--- config.mk ---
export PLATFORM = sky130hd
export DESIGN_NAME = scope_processor
export DESIGN_NICKNAME = d
export VERILOG_FILES = /design/src/verilog/chain_pkg.sv /design/src/verilog/trigger_pkg.sv /design/src/verilog/cmd_parser.sv /design/src/verilog/chain_control.sv /design/src/verilog/trigger_settings.sv /design/src/verilog/reply_sender.sv /design/src/verilog/scope_processor.sv
export VERILOG_INCLUDE_DIRS = /design/src /design/src/verilog
export SDC_FILE = /design/constraint.sdc
export NUM_CORES = 1
export LEC_CHECK = 0
export BUFFER_PORTS_ARGS = -buffer_cell sky130_fd_sc_hd__buf_2
export CORE_MARGIN = 2
export CORE_UTILIZATION = 45
export CTS_BUF_LIST = sky130_fd_sc_hd__clkbuf_4
export CTS_CLUSTER_DIAMETER = 120
export DETAILED_ROUTE_END_ITERATION = 16
export PLACE_DENSITY = 0.62
export SLEW_MARGIN = 20
export SYNTH_ARGS = -nofsm -noshare
export SYNTH_HDL_FRONTEND = slang
export SYNTH_SLANG_ARGS = --single-unit
--- constraint.sdc ---
create_clock -name clk -period 4.1 [get_ports clk]
set_input_delay 0.82 -clock clk [delete_from_list [all_inputs] [get_ports clk]]
set_output_delay 0.82 -clock clk [all_outputs]
set_load 0.05 [all_outputs]
--- src/verilog/proc_cfg.svh ---
// widths, reset values, trigger point limits and firmware version of the command processor
`ifndef PROC_CFG_SVH
`define PROC_CFG_SVH

// sample memory
`define RAM_WIDTH 12 // sample address width, 4096 samples
`define TRIG_PT_MIN 4 // lowest trigger point accepted by code 121
`define TRIG_PT_MAX 4080 // highest trigger point, leaves 16 samples of margin

// command framing
`define MAX_ARGS 2 // most argument bytes any kept opcode takes

// replies
`define FW_VERSION 8'd18 // answered to code 147

// reset values
`define ID_RESET 8'd200 // no id assigned yet
`define TRIG_PT_RESET 1024 // a quarter of the sample memory
`define THRESH_RESET 8'h80 // mid scale
`define THRESH_HI_RESET 8'hff // high threshold fully open
`define TYPE_RESET 4'b0001 // rising edge only
`define CHAN_EN_RESET 4'b1111 // all four channels may trigger

`endif

--- src/verilog/chain_pkg.sv ---
// chain command codes, received byte event and decoded command types
`include "proc_cfg.svh"

package chain_pkg;

	typedef enum logic [7:0] {
		CMD_ID_BASE = 8'd0, // 0-9 assign board id
		CMD_LAST_BASE = 8'd20, // 20-29 mark the last board
		CMD_ACTIVE_BASE = 8'd30, // 30-39 pick the active board
		CMD_SET_ID = 8'd50, // id in the argument byte
		CMD_ROLL_ON = 8'd101,
		CMD_ROLL_OFF = 8'd102,
		CMD_TRIG_PT = 8'd121, // two bytes, high first
		CMD_NSMP = 8'd122, // samples to send, two bytes
		CMD_THRESH = 8'd127,
		CMD_TRIG_TYPE = 8'd128,
		CMD_CHAN_TOG = 8'd130, // argument is board*4+channel
		CMD_THRESH_HI = 8'd140,
		CMD_CHIP_ID = 8'd142, // reply with 8 bytes
		CMD_VERSION = 8'd147 // reply with 1 byte
	} cmd_code_e;

	typedef logic [$clog2(`MAX_ARGS + 1)-1:0] arg_cnt_t; // 0 .. MAX_ARGS

	typedef struct packed {
		logic [7:0] data; // byte as received
		logic is_op; // first byte of a command
		logic is_arg; // argument byte
		arg_cnt_t arg_idx; // argument position, 0 for opcodes
	} byte_event_t;

	typedef struct packed {
		logic [7:0] op;
		logic [7:0] arg0; // first argument, high byte of 16-bit values
		logic [7:0] arg1;
	} cmd_t;

endpackage

--- src/verilog/trigger_pkg.sv ---
// trigger configuration type shared by the settings block and the top level
`include "proc_cfg.svh"

package trigger_pkg;

	// complete trigger setup of one board
	typedef struct packed {
		logic [7:0] thresh; // trigger level
		logic [7:0] thresh_hi; // signal must stay below this
		logic [3:0] trig_type; // bit 0 rising, bit 1 falling, others spare
		logic [3:0] chan_en; // one enable per channel of this board
		logic [`RAM_WIDTH-1:0] trig_pt; // samples kept before the trigger
		logic [`RAM_WIDTH-1:0] nsmp; // samples to send, 0 sends the full memory
		logic rolling; // free running capture
	} trig_cfg_t;

endpackage

--- src/verilog/cmd_parser.sv ---
// command parser: tags opcode and argument bytes and emits completed commands
`timescale 1ns/100ps

module cmd_parser
	import chain_pkg::*;
(
	input logic clk,
	input logic arst_n,
	input logic rxReady,
	input logic [7:0] rxData,
	input logic reply_busy,
	output logic evt_valid,
	output byte_event_t byte_evt,
	output logic cmd_valid,
	output cmd_t cmd
);

	logic in_cmd; // opcode held, arguments pending
	logic [7:0] op_reg; // opcode of the command being collected
	arg_cnt_t need; // argument bytes op_reg takes
	arg_cnt_t arg_cnt; // argument bytes in so far
	logic [7:0] arg_first; // first argument, kept for two-byte commands
	logic take; // byte accepted this cycle
	arg_cnt_t rx_need; // argument count of rxData as an opcode

	// argument bytes per opcode, unknown codes take none
	function automatic arg_cnt_t args_needed(logic [7:0] op);
		case (op)
			CMD_SET_ID, CMD_THRESH, CMD_TRIG_TYPE, CMD_CHAN_TOG,
			CMD_THRESH_HI: return arg_cnt_t'(1);
			CMD_TRIG_PT, CMD_NSMP: return arg_cnt_t'(2);
			default: return '0;
		endcase
	endfunction

	assign take = rxReady && !reply_busy; // bytes during a reply are dropped
	assign rx_need = args_needed(rxData);

	always_ff @(posedge clk or negedge arst_n) begin
		if (!arst_n) begin
			in_cmd <= 1'b0;
			op_reg <= '0;
			need <= '0;
			arg_cnt <= '0;
			evt_valid <= 1'b0;
			cmd_valid <= 1'b0;
		end else begin
			evt_valid <= take;
			cmd_valid <= 1'b0;
			if (take && !in_cmd) begin // opcode byte
				op_reg <= rxData;
				need <= rx_need;
				arg_cnt <= '0;
				in_cmd <= (rx_need != '0);
				cmd_valid <= (rx_need == '0); // complete at once
			end else if (take) begin // argument byte
				arg_cnt <= arg_cnt + 1'b1;
				if (arg_cnt + 1'b1 == need) begin
					in_cmd <= 1'b0;
					cmd_valid <= 1'b1; // last argument in
				end
			end
		end
	end

	// byte and command payload, qualified by the strobes above
	always_ff @(posedge clk) begin
		if (take) begin
			byte_evt.data <= rxData;
			byte_evt.is_op <= !in_cmd;
			byte_evt.is_arg <= in_cmd;
			byte_evt.arg_idx <= in_cmd ? arg_cnt : '0;
			if (!in_cmd) begin
				cmd <= '{op: rxData, arg0: 8'h00, arg1: 8'h00};
			end else if (arg_cnt == '0) begin
				arg_first <= rxData;
				cmd <= '{op: op_reg, arg0: rxData, arg1: 8'h00};
			end else begin
				cmd <= '{op: op_reg, arg0: arg_first, arg1: rxData};
			end
		end
	end

endmodule

--- src/verilog/chain_control.sv ---
// chain control: board id, master clock, last flag, passthrough and byte forwarding
`timescale 1ns/100ps
`include "proc_cfg.svh"

module chain_control
	import chain_pkg::*;
(
	input logic clk,
	input logic arst_n,
	input logic evt_valid,
	input byte_event_t byte_evt,
	input logic cmd_valid,
	input cmd_t cmd,
	output logic [7:0] my_id,
	output logic [1:0] master_clock,
	output logic imthelast,
	output logic imthefirst,
	output logic passthrough,
	output logic [7:0] comdata,
	output logic newcomdata
);

	logic [7:0] cur_op; // opcode of the command whose arguments arrive
	logic [7:0] evt_op; // opcode that the current byte belongs to
	logic is_id_code; // byte is 0-9
	logic is_active_code; // byte is 30-39
	logic active_mine; // active code naming this board
	logic local_query; // 142 or 147 answered here
	logic fwd; // byte goes down the chain
	logic [7:0] fwd_data; // byte as forwarded
	logic [7:0] new_id; // id carried by an id command

	assign evt_op = byte_evt.is_op ? byte_evt.data : cur_op;
	assign is_id_code = (byte_evt.data <= 8'd9);
	assign is_active_code = (byte_evt.data >= 8'd30) && (byte_evt.data <= 8'd39);
	assign active_mine = is_active_code && ((byte_evt.data - 8'd30) == my_id);
	assign local_query = !passthrough
		&& (byte_evt.data == CMD_CHIP_ID || byte_evt.data == CMD_VERSION);

	always_comb begin
		fwd = 1'b1;
		fwd_data = byte_evt.data;
		if (byte_evt.is_op) begin
			if (local_query || active_mine)
				fwd = 1'b0; // kept on this board
			else if (is_id_code)
				fwd_data = byte_evt.data + 8'd1; // next board gets the next id
		end else if (evt_op == CMD_SET_ID) begin
			fwd_data = byte_evt.data + 8'd1;
		end
	end

	assign new_id = (cmd.op == CMD_SET_ID) ? cmd.arg0 : cmd.op;
	assign imthefirst = (my_id == 8'd0);

	// forwarding, one pulse per passed byte
	always_ff @(posedge clk or negedge arst_n) begin
		if (!arst_n) begin
			cur_op <= '0;
			comdata <= '0;
			newcomdata <= 1'b0;
		end else begin
			newcomdata <= 1'b0;
			if (evt_valid) begin
				if (byte_evt.is_op)
					cur_op <= byte_evt.data;
				if (fwd) begin
					comdata <= fwd_data;
					newcomdata <= 1'b1;
				end
			end
		end
	end

	// board state, updated on completed commands
	always_ff @(posedge clk or negedge arst_n) begin
		if (!arst_n) begin
			my_id <= `ID_RESET;
			master_clock <= 2'b00;
			imthelast <= 1'b0;
			passthrough <= 1'b0;
		end else if (cmd_valid) begin
			if (cmd.op <= 8'd9 || cmd.op == CMD_SET_ID) begin
				my_id <= new_id;
				master_clock <= (new_id == 8'd0) ? 2'b00 : 2'b01; // board 0 drives the clock
			end else if (cmd.op >= 8'd20 && cmd.op <= 8'd29) begin
				imthelast <= ((cmd.op - 8'd20) == my_id);
			end else if (cmd.op >= 8'd30 && cmd.op <= 8'd39) begin
				passthrough <= ((cmd.op - 8'd30) != my_id);
			end
		end
	end

endmodule

--- src/verilog/trigger_settings.sv ---
// trigger setting registers: thresholds, type, trigger point clamp, sample count, channel toggles
`timescale 1ns/100ps
`include "proc_cfg.svh"

module trigger_settings
	import chain_pkg::*;
	import trigger_pkg::*;
(
	input logic clk,
	input logic arst_n,
	input logic cmd_valid,
	input cmd_t cmd,
	input logic [7:0] my_id,
	output trig_cfg_t trig_cfg
);

	localparam int PW = `RAM_WIDTH + 1; // room for trigger point plus margin

	logic [15:0] arg_word; // arg0 high byte, arg1 low byte
	logic [`RAM_WIDTH-1:0] pt_clamped; // code 121 value inside the limits
	logic [`RAM_WIDTH-1:0] nsmp_new; // code 122 sample count
	logic [PW-1:0] pt_end; // trigger point plus 5 samples
	logic pt_too_late; // trigger point past the new sample count
	logic [1:0] chan_sel; // channel number on the addressed board
	logic chan_mine; // toggle addressed to this board

	assign arg_word = {cmd.arg0, cmd.arg1};

	always_comb begin
		if (arg_word > 16'(`TRIG_PT_MAX))
			pt_clamped = `RAM_WIDTH'(`TRIG_PT_MAX);
		else if (arg_word < 16'(`TRIG_PT_MIN))
			pt_clamped = `RAM_WIDTH'(`TRIG_PT_MIN);
		else
			pt_clamped = arg_word[`RAM_WIDTH-1:0];
	end

	assign nsmp_new = arg_word[`RAM_WIDTH-1:0];
	assign pt_end = {1'b0, trig_cfg.trig_pt} + PW'(5);
	assign pt_too_late = pt_end > {1'b0, nsmp_new};
	assign chan_sel = cmd.arg0[1:0]; // arg mod 4
	assign chan_mine = ({2'b00, cmd.arg0[7:2]} == my_id); // arg div 4

	always_ff @(posedge clk or negedge arst_n) begin
		if (!arst_n) begin
			trig_cfg <= '{thresh: `THRESH_RESET, thresh_hi: `THRESH_HI_RESET,
				trig_type: `TYPE_RESET, chan_en: `CHAN_EN_RESET,
				trig_pt: `RAM_WIDTH'(`TRIG_PT_RESET), nsmp: '0, rolling: 1'b1};
		end else if (cmd_valid) begin
			case (cmd.op)
				CMD_TRIG_PT: trig_cfg.trig_pt <= pt_clamped;
				CMD_NSMP: begin
					trig_cfg.nsmp <= nsmp_new;
					if (pt_too_late)
						trig_cfg.trig_pt <= nsmp_new >> 1; // center it instead
				end
				CMD_THRESH: trig_cfg.thresh <= cmd.arg0;
				CMD_THRESH_HI: trig_cfg.thresh_hi <= cmd.arg0;
				CMD_TRIG_TYPE: trig_cfg.trig_type <= cmd.arg0[3:0];
				CMD_ROLL_ON: trig_cfg.rolling <= 1'b1;
				CMD_ROLL_OFF: trig_cfg.rolling <= 1'b0;
				CMD_CHAN_TOG: begin
					if (chan_mine)
						trig_cfg.chan_en[chan_sel] <= ~trig_cfg.chan_en[chan_sel];
				end
				default: ; // other commands leave the trigger alone
			endcase
		end
	end

endmodule

--- src/verilog/reply_sender.sv ---
// reply sender: firmware version and chip id bytes to the serial transmitter
`timescale 1ns/100ps
`include "proc_cfg.svh"

module reply_sender
	import chain_pkg::*;
(
	input logic clk,
	input logic arst_n,
	input logic cmd_valid,
	input cmd_t cmd,
	input logic passthrough,
	input logic txBusy,
	input logic [63:0] chip_id,
	output logic txStart,
	output logic [7:0] txData,
	output logic reply_busy
);

	typedef enum logic [1:0] {
		S_IDLE, // waiting for a local query
		S_SEND, // start a byte once the transmitter is free
		S_GAP // one cycle after each start
	} state_e;

	state_e state;
	logic [63:0] reply_data; // remaining bytes, next one in the low byte
	logic [2:0] bytes_left; // bytes after the current one
	logic accept; // query answered by this board

	assign accept = cmd_valid && !passthrough
		&& (cmd.op == CMD_CHIP_ID || cmd.op == CMD_VERSION);
	assign txStart = (state == S_SEND) && !txBusy;
	assign txData = reply_data[7:0];
	assign reply_busy = (state != S_IDLE);

	always_ff @(posedge clk or negedge arst_n) begin
		if (!arst_n) begin
			state <= S_IDLE;
			bytes_left <= '0;
		end else begin
			case (state)
				S_IDLE: begin
					if (accept) begin
						state <= S_SEND;
						bytes_left <= (cmd.op == CMD_CHIP_ID) ? 3'd7 : 3'd0;
					end
				end
				S_SEND: if (!txBusy) state <= S_GAP; // start goes out this cycle
				S_GAP: begin
					if (bytes_left == '0) begin
						state <= S_IDLE; // last byte gone
					end else begin
						state <= S_SEND;
						bytes_left <= bytes_left - 1'b1;
					end
				end
				default: state <= S_IDLE;
			endcase
		end
	end

	// reply bytes, chip id least significant byte first
	always_ff @(posedge clk) begin
		if (state == S_IDLE && accept)
			reply_data <= (cmd.op == CMD_CHIP_ID) ? chip_id : {56'd0, `FW_VERSION};
		else if (txStart)
			reply_data <= {8'd0, reply_data[63:8]};
	end

endmodule

--- src/verilog/scope_processor.sv ---
// command processor top level: parser, chain control, trigger settings and reply sender
`timescale 1ns/100ps

module scope_processor
	import chain_pkg::*;
	import trigger_pkg::*;
(
	input logic clk,
	input logic arst_n,
	input logic rxReady,
	input logic [7:0] rxData,
	input logic txBusy,
	input logic [63:0] chip_id,
	output logic txStart,
	output logic [7:0] txData,
	output logic [7:0] comdata,
	output logic newcomdata,
	output logic [7:0] my_id,
	output logic [1:0] master_clock,
	output logic imthelast,
	output logic imthefirst,
	output logic passthrough,
	output trig_cfg_t trig_cfg
);

	logic evt_valid; // one strobe per accepted byte
	byte_event_t byte_evt;
	logic cmd_valid; // one strobe per completed command
	cmd_t cmd;
	logic reply_busy; // reply in progress, input bytes dropped

	cmd_parser cmd_parser_inst (
		.clk(clk), .arst_n(arst_n), .rxReady(rxReady), .rxData(rxData),
		.reply_busy(reply_busy), .evt_valid(evt_valid), .byte_evt(byte_evt),
		.cmd_valid(cmd_valid), .cmd(cmd)
	);

	chain_control chain_control_inst (
		.clk(clk), .arst_n(arst_n), .evt_valid(evt_valid), .byte_evt(byte_evt),
		.cmd_valid(cmd_valid), .cmd(cmd), .my_id(my_id), .master_clock(master_clock),
		.imthelast(imthelast), .imthefirst(imthefirst), .passthrough(passthrough),
		.comdata(comdata), .newcomdata(newcomdata)
	);

	trigger_settings trigger_settings_inst (
		.clk(clk), .arst_n(arst_n), .cmd_valid(cmd_valid), .cmd(cmd),
		.my_id(my_id), .trig_cfg(trig_cfg)
	);

	reply_sender reply_sender_inst (
		.clk(clk), .arst_n(arst_n), .cmd_valid(cmd_valid), .cmd(cmd),
		.passthrough(passthrough), .txBusy(txBusy), .chip_id(chip_id),
		.txStart(txStart), .txData(txData), .reply_busy(reply_busy)
	);

endmodule

# Yosys cells after proc, flatten, opt, wreduce, memory -nomap -nowiden
# Index checks and enable logic that the tools add are counted.
classes:
  add_sub_neg: 7
  n_lt_le_gt_ge: 13
  eq_ne: 32
  n_mux: 43
  n_bitwise: 4
  n_reduce_logical: 52
op_table:
  columns: ["op", "n"]
  rows:
  - ["two-way mux 64 bit", 3]
  - ["== test 8 bit, second input constant", 10]
  - ["== test 8 x 7 -> 1 bit, second input constant", 8]
  - ["two-way mux 8 bit", 6]
  - ["two-way mux 12 bit", 3]
  - ["== test 8 x 6 -> 1 bit, second input constant", 3]
  - ["greater-or-equal comparator 8 x 5 -> 1 bit, second input constant", 3]
  - ["two-way mux 24 bit", 1]
  - ["case mux 12 bit (2 select lines)", 1]
  - ["subtractor 8 x 5 -> 8 bit, second input constant", 3]
  - ["AND reduction 2 bit", 9]
  - ["== test 8 bit", 2]
  - ["greater-than comparator 16 x 12 -> 1 bit, second input constant", 1]
  - ["<= comparator 8 x 4 -> 1 bit, second input constant", 2]
  - ["<= comparator 8 x 6 -> 1 bit, second input constant", 2]
  - ["logical NOT 8 bit", 2]
  - ["< comparator 16 x 3 -> 1 bit, second input constant", 1]
  - ["two-way mux 16 bit", 1]
  - ["nonzero test 2 bit", 8]
  - ["AND reduction 3 bit", 5]
  - ["two-way mux 1 bit", 14]
  - ["adder 12 x 3 -> 13 bit, second input constant", 1]
  - ["greater-than comparator 13 x 12 -> 1 bit", 1]
  - ["logical AND 1 bit", 12]
  - ["30 further kinds", 49]
totals:
  regBits: 203
  inputBits: 76
  output_inout_bits: 80
  word_cells: 180

# Logic depth before layout (Yosys ltp)
depth:
  ltp_word: 8
  depth_mapped: 12
  depth_no_buf: 11

# By module
# Synthesis repeated with hierarchy kept, for this count alone.
unflattened:
  hier_cells: 862
  hier_area_um2: 10321.1
modules_own_cells:
  columns: ["mod", "instances", "cells_each", "area_per_inst_um2", "seq_area_each_um2"]
  rows:
  - ["reply_sender", 1, 188, 2974.1, 2047.0]
  - ["trigger_settings", 1, 250, 2721.4, 1246.2]
  - ["cmd_parser", 1, 164, 2324.7, 1696.6]
  - ["chain_control", 1, 260, 2301.0, 704.4]

# Worst setup path after synthesis
# Ideal clock, no wire load.
synth_path:
  path_type: "reg2reg"
  startpoint: "register chain_control_inst.passthrough"
  endpoint: "register reply_sender_inst.reply_data[0], enable pin"
  setup_time_ns: 0.423
  arrival_time_ns: 3.094
  required_ns: 3.677
  setup_slack_ns: 0.583
  stages_incl_launch_ff: 7
  path_buffers: 2
  synth_period_minus_slack_ns: 3.517
  cell_sequence: "dfrtp_1 nor4b_2 nand4_1 a21o_1 clkbuf_1 clkbuf_1 nand2_1"
synth_via:
  elab_chain_len: 5
synth_lines:
  columns: ["item", "line", "source"]
  rows:
  - ["from (decl)", "chain_control.sv:18", "output logic passthrough,"]
  - ["from (signal assigned)", "chain_control.sv:89", "passthrough <= ((cmd.op - 8'd30) != my_id);"]
  - ["logical NOT 1 bit", "reply_sender.sv:31", "assign accept = cmd_valid && !passthrough"]
  - ["logical AND 1 bit", "reply_sender.sv:31", null]
  - ["logical AND 1 bit", "reply_sender.sv:32", "&& (cmd.op == CMD_CHIP_ID || cmd.op == CMD_VERSION);"]
  - ["logical AND 1 bit", "reply_sender.sv:65", "if (state == S_IDLE && accept)"]
  - ["nonzero test 2 bit (no line)", null, null]
  - ["to (signal assigned)", "reply_sender.sv:66", "reply_data <= (cmd.op == CMD_CHIP_ID) ? chip_id : {56'd0, `FW_VERSION};"]
  - ["to (signal assigned)", "reply_sender.sv:68", "reply_data <= {8'd0, reply_data[63:8]};"]
  - ["to (decl)", "reply_sender.sv:27", "logic [63:0] reply_data;"]
# Every way passes these cells.
# A chain may end at the register's enable or synchronous reset.

# Worst setup path after layout
layout_path:
  startpoint: "register trigger_settings_inst.trig_cfg[13] (netlist name)"
  endpoint: "register trigger_settings_inst.trig_cfg[13] (netlist name)"
layout_via:
  elab_chain_len: 4
layout_lines:
  columns: ["item", "line", "source"]
  rows:
  - ["adder 12 x 3 -> 13 bit", "trigger_settings.sv:39", "assign pt_end = {1'b0, trig_cfg.trig_pt} + PW'(5);"]
  - ["greater-than comparator 13 x 12 -> 1 bit", "trigger_settings.sv:40", "assign pt_too_late = pt_end > {1'b0, nsmp_new};"]
  - ["inequality test 2 x 1 -> 1 bit (no line)", null, null]
  - ["AND reduction 3 bit (no line)", null, null]
# Every way passes these cells.

==> impl_metrics.ini <==
[critical_path]
critical_path.max_stage_delay_ns = 0.43
path_cells = ha_1 -> o21ai_1 -> nor2_1 -> xnor2_1 -> ha_1 -> a211oi_1 -> o21ai_0 -> a21o_1 -> a2111o_1 -> a21boi_1 -> buf_4 -> mux2_2
cpMaxStageDelayCell = sky130_fd_sc_hd__dfrtp_1
cp_data_required_time_ns = 4.65
crit-reg2reg-launch = trigger_settings_inst.trig_cfg[13]$_DFFE_PN0P_
r2r_setup_slack_ns = 0.89
crit_path_max_fanout = 11
critical_path.most_common_cell = sky130_fd_sc_hd__ha_1
startpoint_type = flop
rr_worst_depth = 12
critPathArrivalTime_ns = 3.76
crit_type = flop to flop
setup.worst_path.end_class = flop
worst_setup_path_startpoint = trigger_settings_inst.trig_cfg[13]$_DFFE_PN0P_
worst_r2r_endpoint = trigger_settings_inst.trig_cfg[13]$_DFFE_PN0P_
crit_end = trigger_settings_inst.trig_cfg[13]$_DFFE_PN0P_

[floorplan]
start_util = 0.460
overall_die_height_um = 154
die_x_um = 154
dieArea_um2 = 23600
fp-row-count = 54
ioPinCount = 156
core_um2 = 21900

[sta]
relSlewSlack = 0.464
final.setup_skew_ns = 0.0539
timing.final.setup_violations = 0
setup_repair_after_global_routing_missed_its_margin = no
hold_viol = 0
worstMarginPinSlew_ns = 0.800
max_slew_violation_count = 0
timing.final.crit_period_ns = 3.21
fin_setup_tns_ns = 0
max_clock_freq_mhz = 311
layout_worst_path_cycle_share = 0.784

[synth]
synth.ff_latch_count = 202
synth_top_cells_by_count = sky130_fd_sc_hd__edfxtp_1 (105), sky130_fd_sc_hd__dfrtp_1 (78), sky130_fd_sc_hd__nand2_1 (57)
synth.lib_cells_used.distinct = 74
syn_nets = 944
dominantRegCellSynth = sky130_fd_sc_hd__edfxtp_1
netlist_instances = 841
synth.cell_area_um2 = 10100
synthesis.yosys.warnings = 0
syn_area_per_cell_um2 = 12.0
synth_top_area_frac = 0.313
sequential_fraction_of_the_synthesis_area = 0.556
synth-async-reset-ratio = 0.480
synth.top_cells.by_area = sky130_fd_sc_hd__edfxtp_1 (31%), sky130_fd_sc_hd__dfrtp_1 (19%), sky130_fd_sc_hd__mux2_2 (5.6%)
synth_top_area_cell = sky130_fd_sc_hd__edfxtp_1
synth.most_common_cell = sky130_fd_sc_hd__edfxtp_1
number_of_enable_type_register_cells_in_the_synthesized_netlist = 105

[job]
cap_violations = 0

[layout]
share_of_final_layout_standard_cells_stronger_than_drive_strength_1 = 0.334
leading_registers_by_flop_count = reply_sender_inst.reply_data (64), trigger_settings_inst.trig_cfg (49), cmd_parser_inst.cmd (24)
post_layout_net_count = 1108
flow.area_growth_from_synthesis_pct = 16.6
largest_register_ff_count = 64
largest_register_by_flop_count = reply_sender_inst.reply_data

[global_routing]
initial_antenna_violation_count = 2
first_global_vias = 7189
track_usage = 0.199
first_pass_grt_wire_length_um = 38000
grt_start_max_net_pins = 65
globalRouteOverflowTotal = 0

[detailed_routing]
drt_first_pass_iters = 5
postRouteAntennaNets = 0
detail_route.vias_per_cell = 5.43
detail_route.iter0.violations = 345
routed_wire_length_per_instance_um = 17.7
total_via_count_after_detailed_routing = 7205
routed_wirelength_um = 23500
drc = 0

[pwr]
power.ir.vdd_worst_uv = 265
design_power_total_mw = 5.01
total_power_per_unit_cell_area_nw_per_um2 = 427
power.static_leakage_nw = 5.13

[placed_design]
buffer_ports.inserted = 154
dpl.hpwl_um = 16200
gp_congestion = 0.895

[clock_tree]
clock-root-buffer = sky130_fd_sc_hd__clkbuf_4
clock_tree.htree_level_count = 2
postCtsResizedCells = 0
num_cts_buffers = 53
cts.sink_count = 202
tritoncts = built
postCtsSetupRepairBufs = 0
clock_latency_ns = 0.66
holdBufCountCts = 0
cts_max_path_buffers = 3
clk_pin_slew_worst_paths_ns = 0.07

[status]
run_status = finished, final reports clean

[worst_hold_path]
hold_class = input port to asynchronous set/reset pin
[power breakdown]
part	internal [mW]	switching [mW]	total, mW
Combinational	0.280	0.503	0.783
Sequential	2.25	0.166	2.41
Clock	1.01	0.800	1.81
[logic make-up (layout without fill, tap and decap cells)]
kind of cell               Yosys count  in the layout  share of synthesized area
AOI/OAI and AO/OA                  171            171                      0.124
xor gates and xnor gates            50             50                     0.0435
adders and majority gates           27             27                     0.0335
buffers and inverters               96            301                     0.0422
DFF                                202            202                      0.556
muxes                               80             80                     0.0898
other                                1              3                   0.000372
and+or+nand+nor                    214            214                      0.110
[final cells by class]
| cell class | instances | area [um2] |
|---|---|---|
| Fill cell | 1964 | 10100 |
| Sequential cell | 202 | 5600 |
| Multi-Input combinational cell | 543 | 4050 |
| Timing Repair Buffer | 166 | 876 |
| Clock buffer | 87 | 653 |
| Tap cell | 280 | 350 |
| Inverter | 39 | 146 |
| Clock inverter | 9 | 61.3 |
| Antenna cell | 2 | 5.00 |
[through the flow]
stage | hold slack, ns | utilization | setup slack [ns] | std cells | cell area (um2)
floorplan | 0.441 | - | 0.583 | 841 | 10100
finish | 0.256 | 0.536 | 0.885 | 1328 | 11700
detailed placement | 0.465 | 0.504 | 0.921 | 1230 | 11000
global placement | 0.461 | 0.504 | 0.970 | 1230 | 11000
CTS | 0.241 | 0.536 | 0.910 | 1326 | 11700
global route | 0.271 | 0.536 | 0.721 | 1327 | 11700
[how the worst min path moves through the flow]
stage | from | end | slack [ns] | cells after the start
2_1_floorplan | chain_control_inst.cur_op[0]$_DFFE_PN0P_ | chain_control_inst.cur_op[0]$_DFFE_PN0P_ | 0.44 | 2
3_3_place_gp | chain_control_inst.cur_op[0]$_DFFE_PN0P_ | chain_control_inst.cur_op[0]$_DFFE_PN0P_ | 0.46 | 2
5_1_grt | arst_n | trigger_settings_inst.trig_cfg[13]$_DFFE_PN0P_ | 0.27 | 1
6_report | arst_n | trigger_settings_inst.trig_cfg[5]$_DFFE_PN0P_ | 0.26 | 1
4_1_cts | arst_n | trigger_settings_inst.trig_cfg[15]$_DFFE_PN0P_ | 0.24 | 1
3_5_place_dp | trigger_settings_inst.trig_cfg[6]$_DFFE_PN0P_ | trigger_settings_inst.trig_cfg[6]$_DFFE_PN0P_ | 0.47 | 2
[layout by cell type (no fill, tap or decap), drive strengths merged, types with 6 or more instances in the layout]
master	n
a21oi	21
a22o	55
and2	11
and3	10
buf	166
clkbuf	87
clkinv	8
dfrtp	78
dfstp	19
edfxtp	105
ha	27
inv	39
mux2	59
mux2i	21
nand2	57
nand2b	6
nand3	23
nand4	14
nor2	44
nor2b	7
nor3	11
nor4	9
o21ai	42
o22ai	12
xnor2	37
xor2	13
[routing by layer]
metal | up-vias | wire length (um) | global-route usage
met4 | 0 | 437 | 0.0585
met1 | 3484 | 10700 | 0.283
met2 | 226 | 10900 | 0.308
met5 | - | 0 | 0
li1 | 3454 | - | -
met3 | 41 | 1500 | 0.0451
[critical path: cells and delay by family (launching register included)]
| kind | cells | cell delay [ns] |
|---|---|---|
| buf+inv | 1 | 0.24 |
| compound gates | 6 | 1.28 |
| simple gates | 1 | 0.08 |
| flops | 1 | 0.43 |
| xor+xnor | 1 | 0.13 |
| mux | 1 | 0.36 |
| fa+ha+maj | 2 | 0.57 |
(Power assumes the default switching activity.)
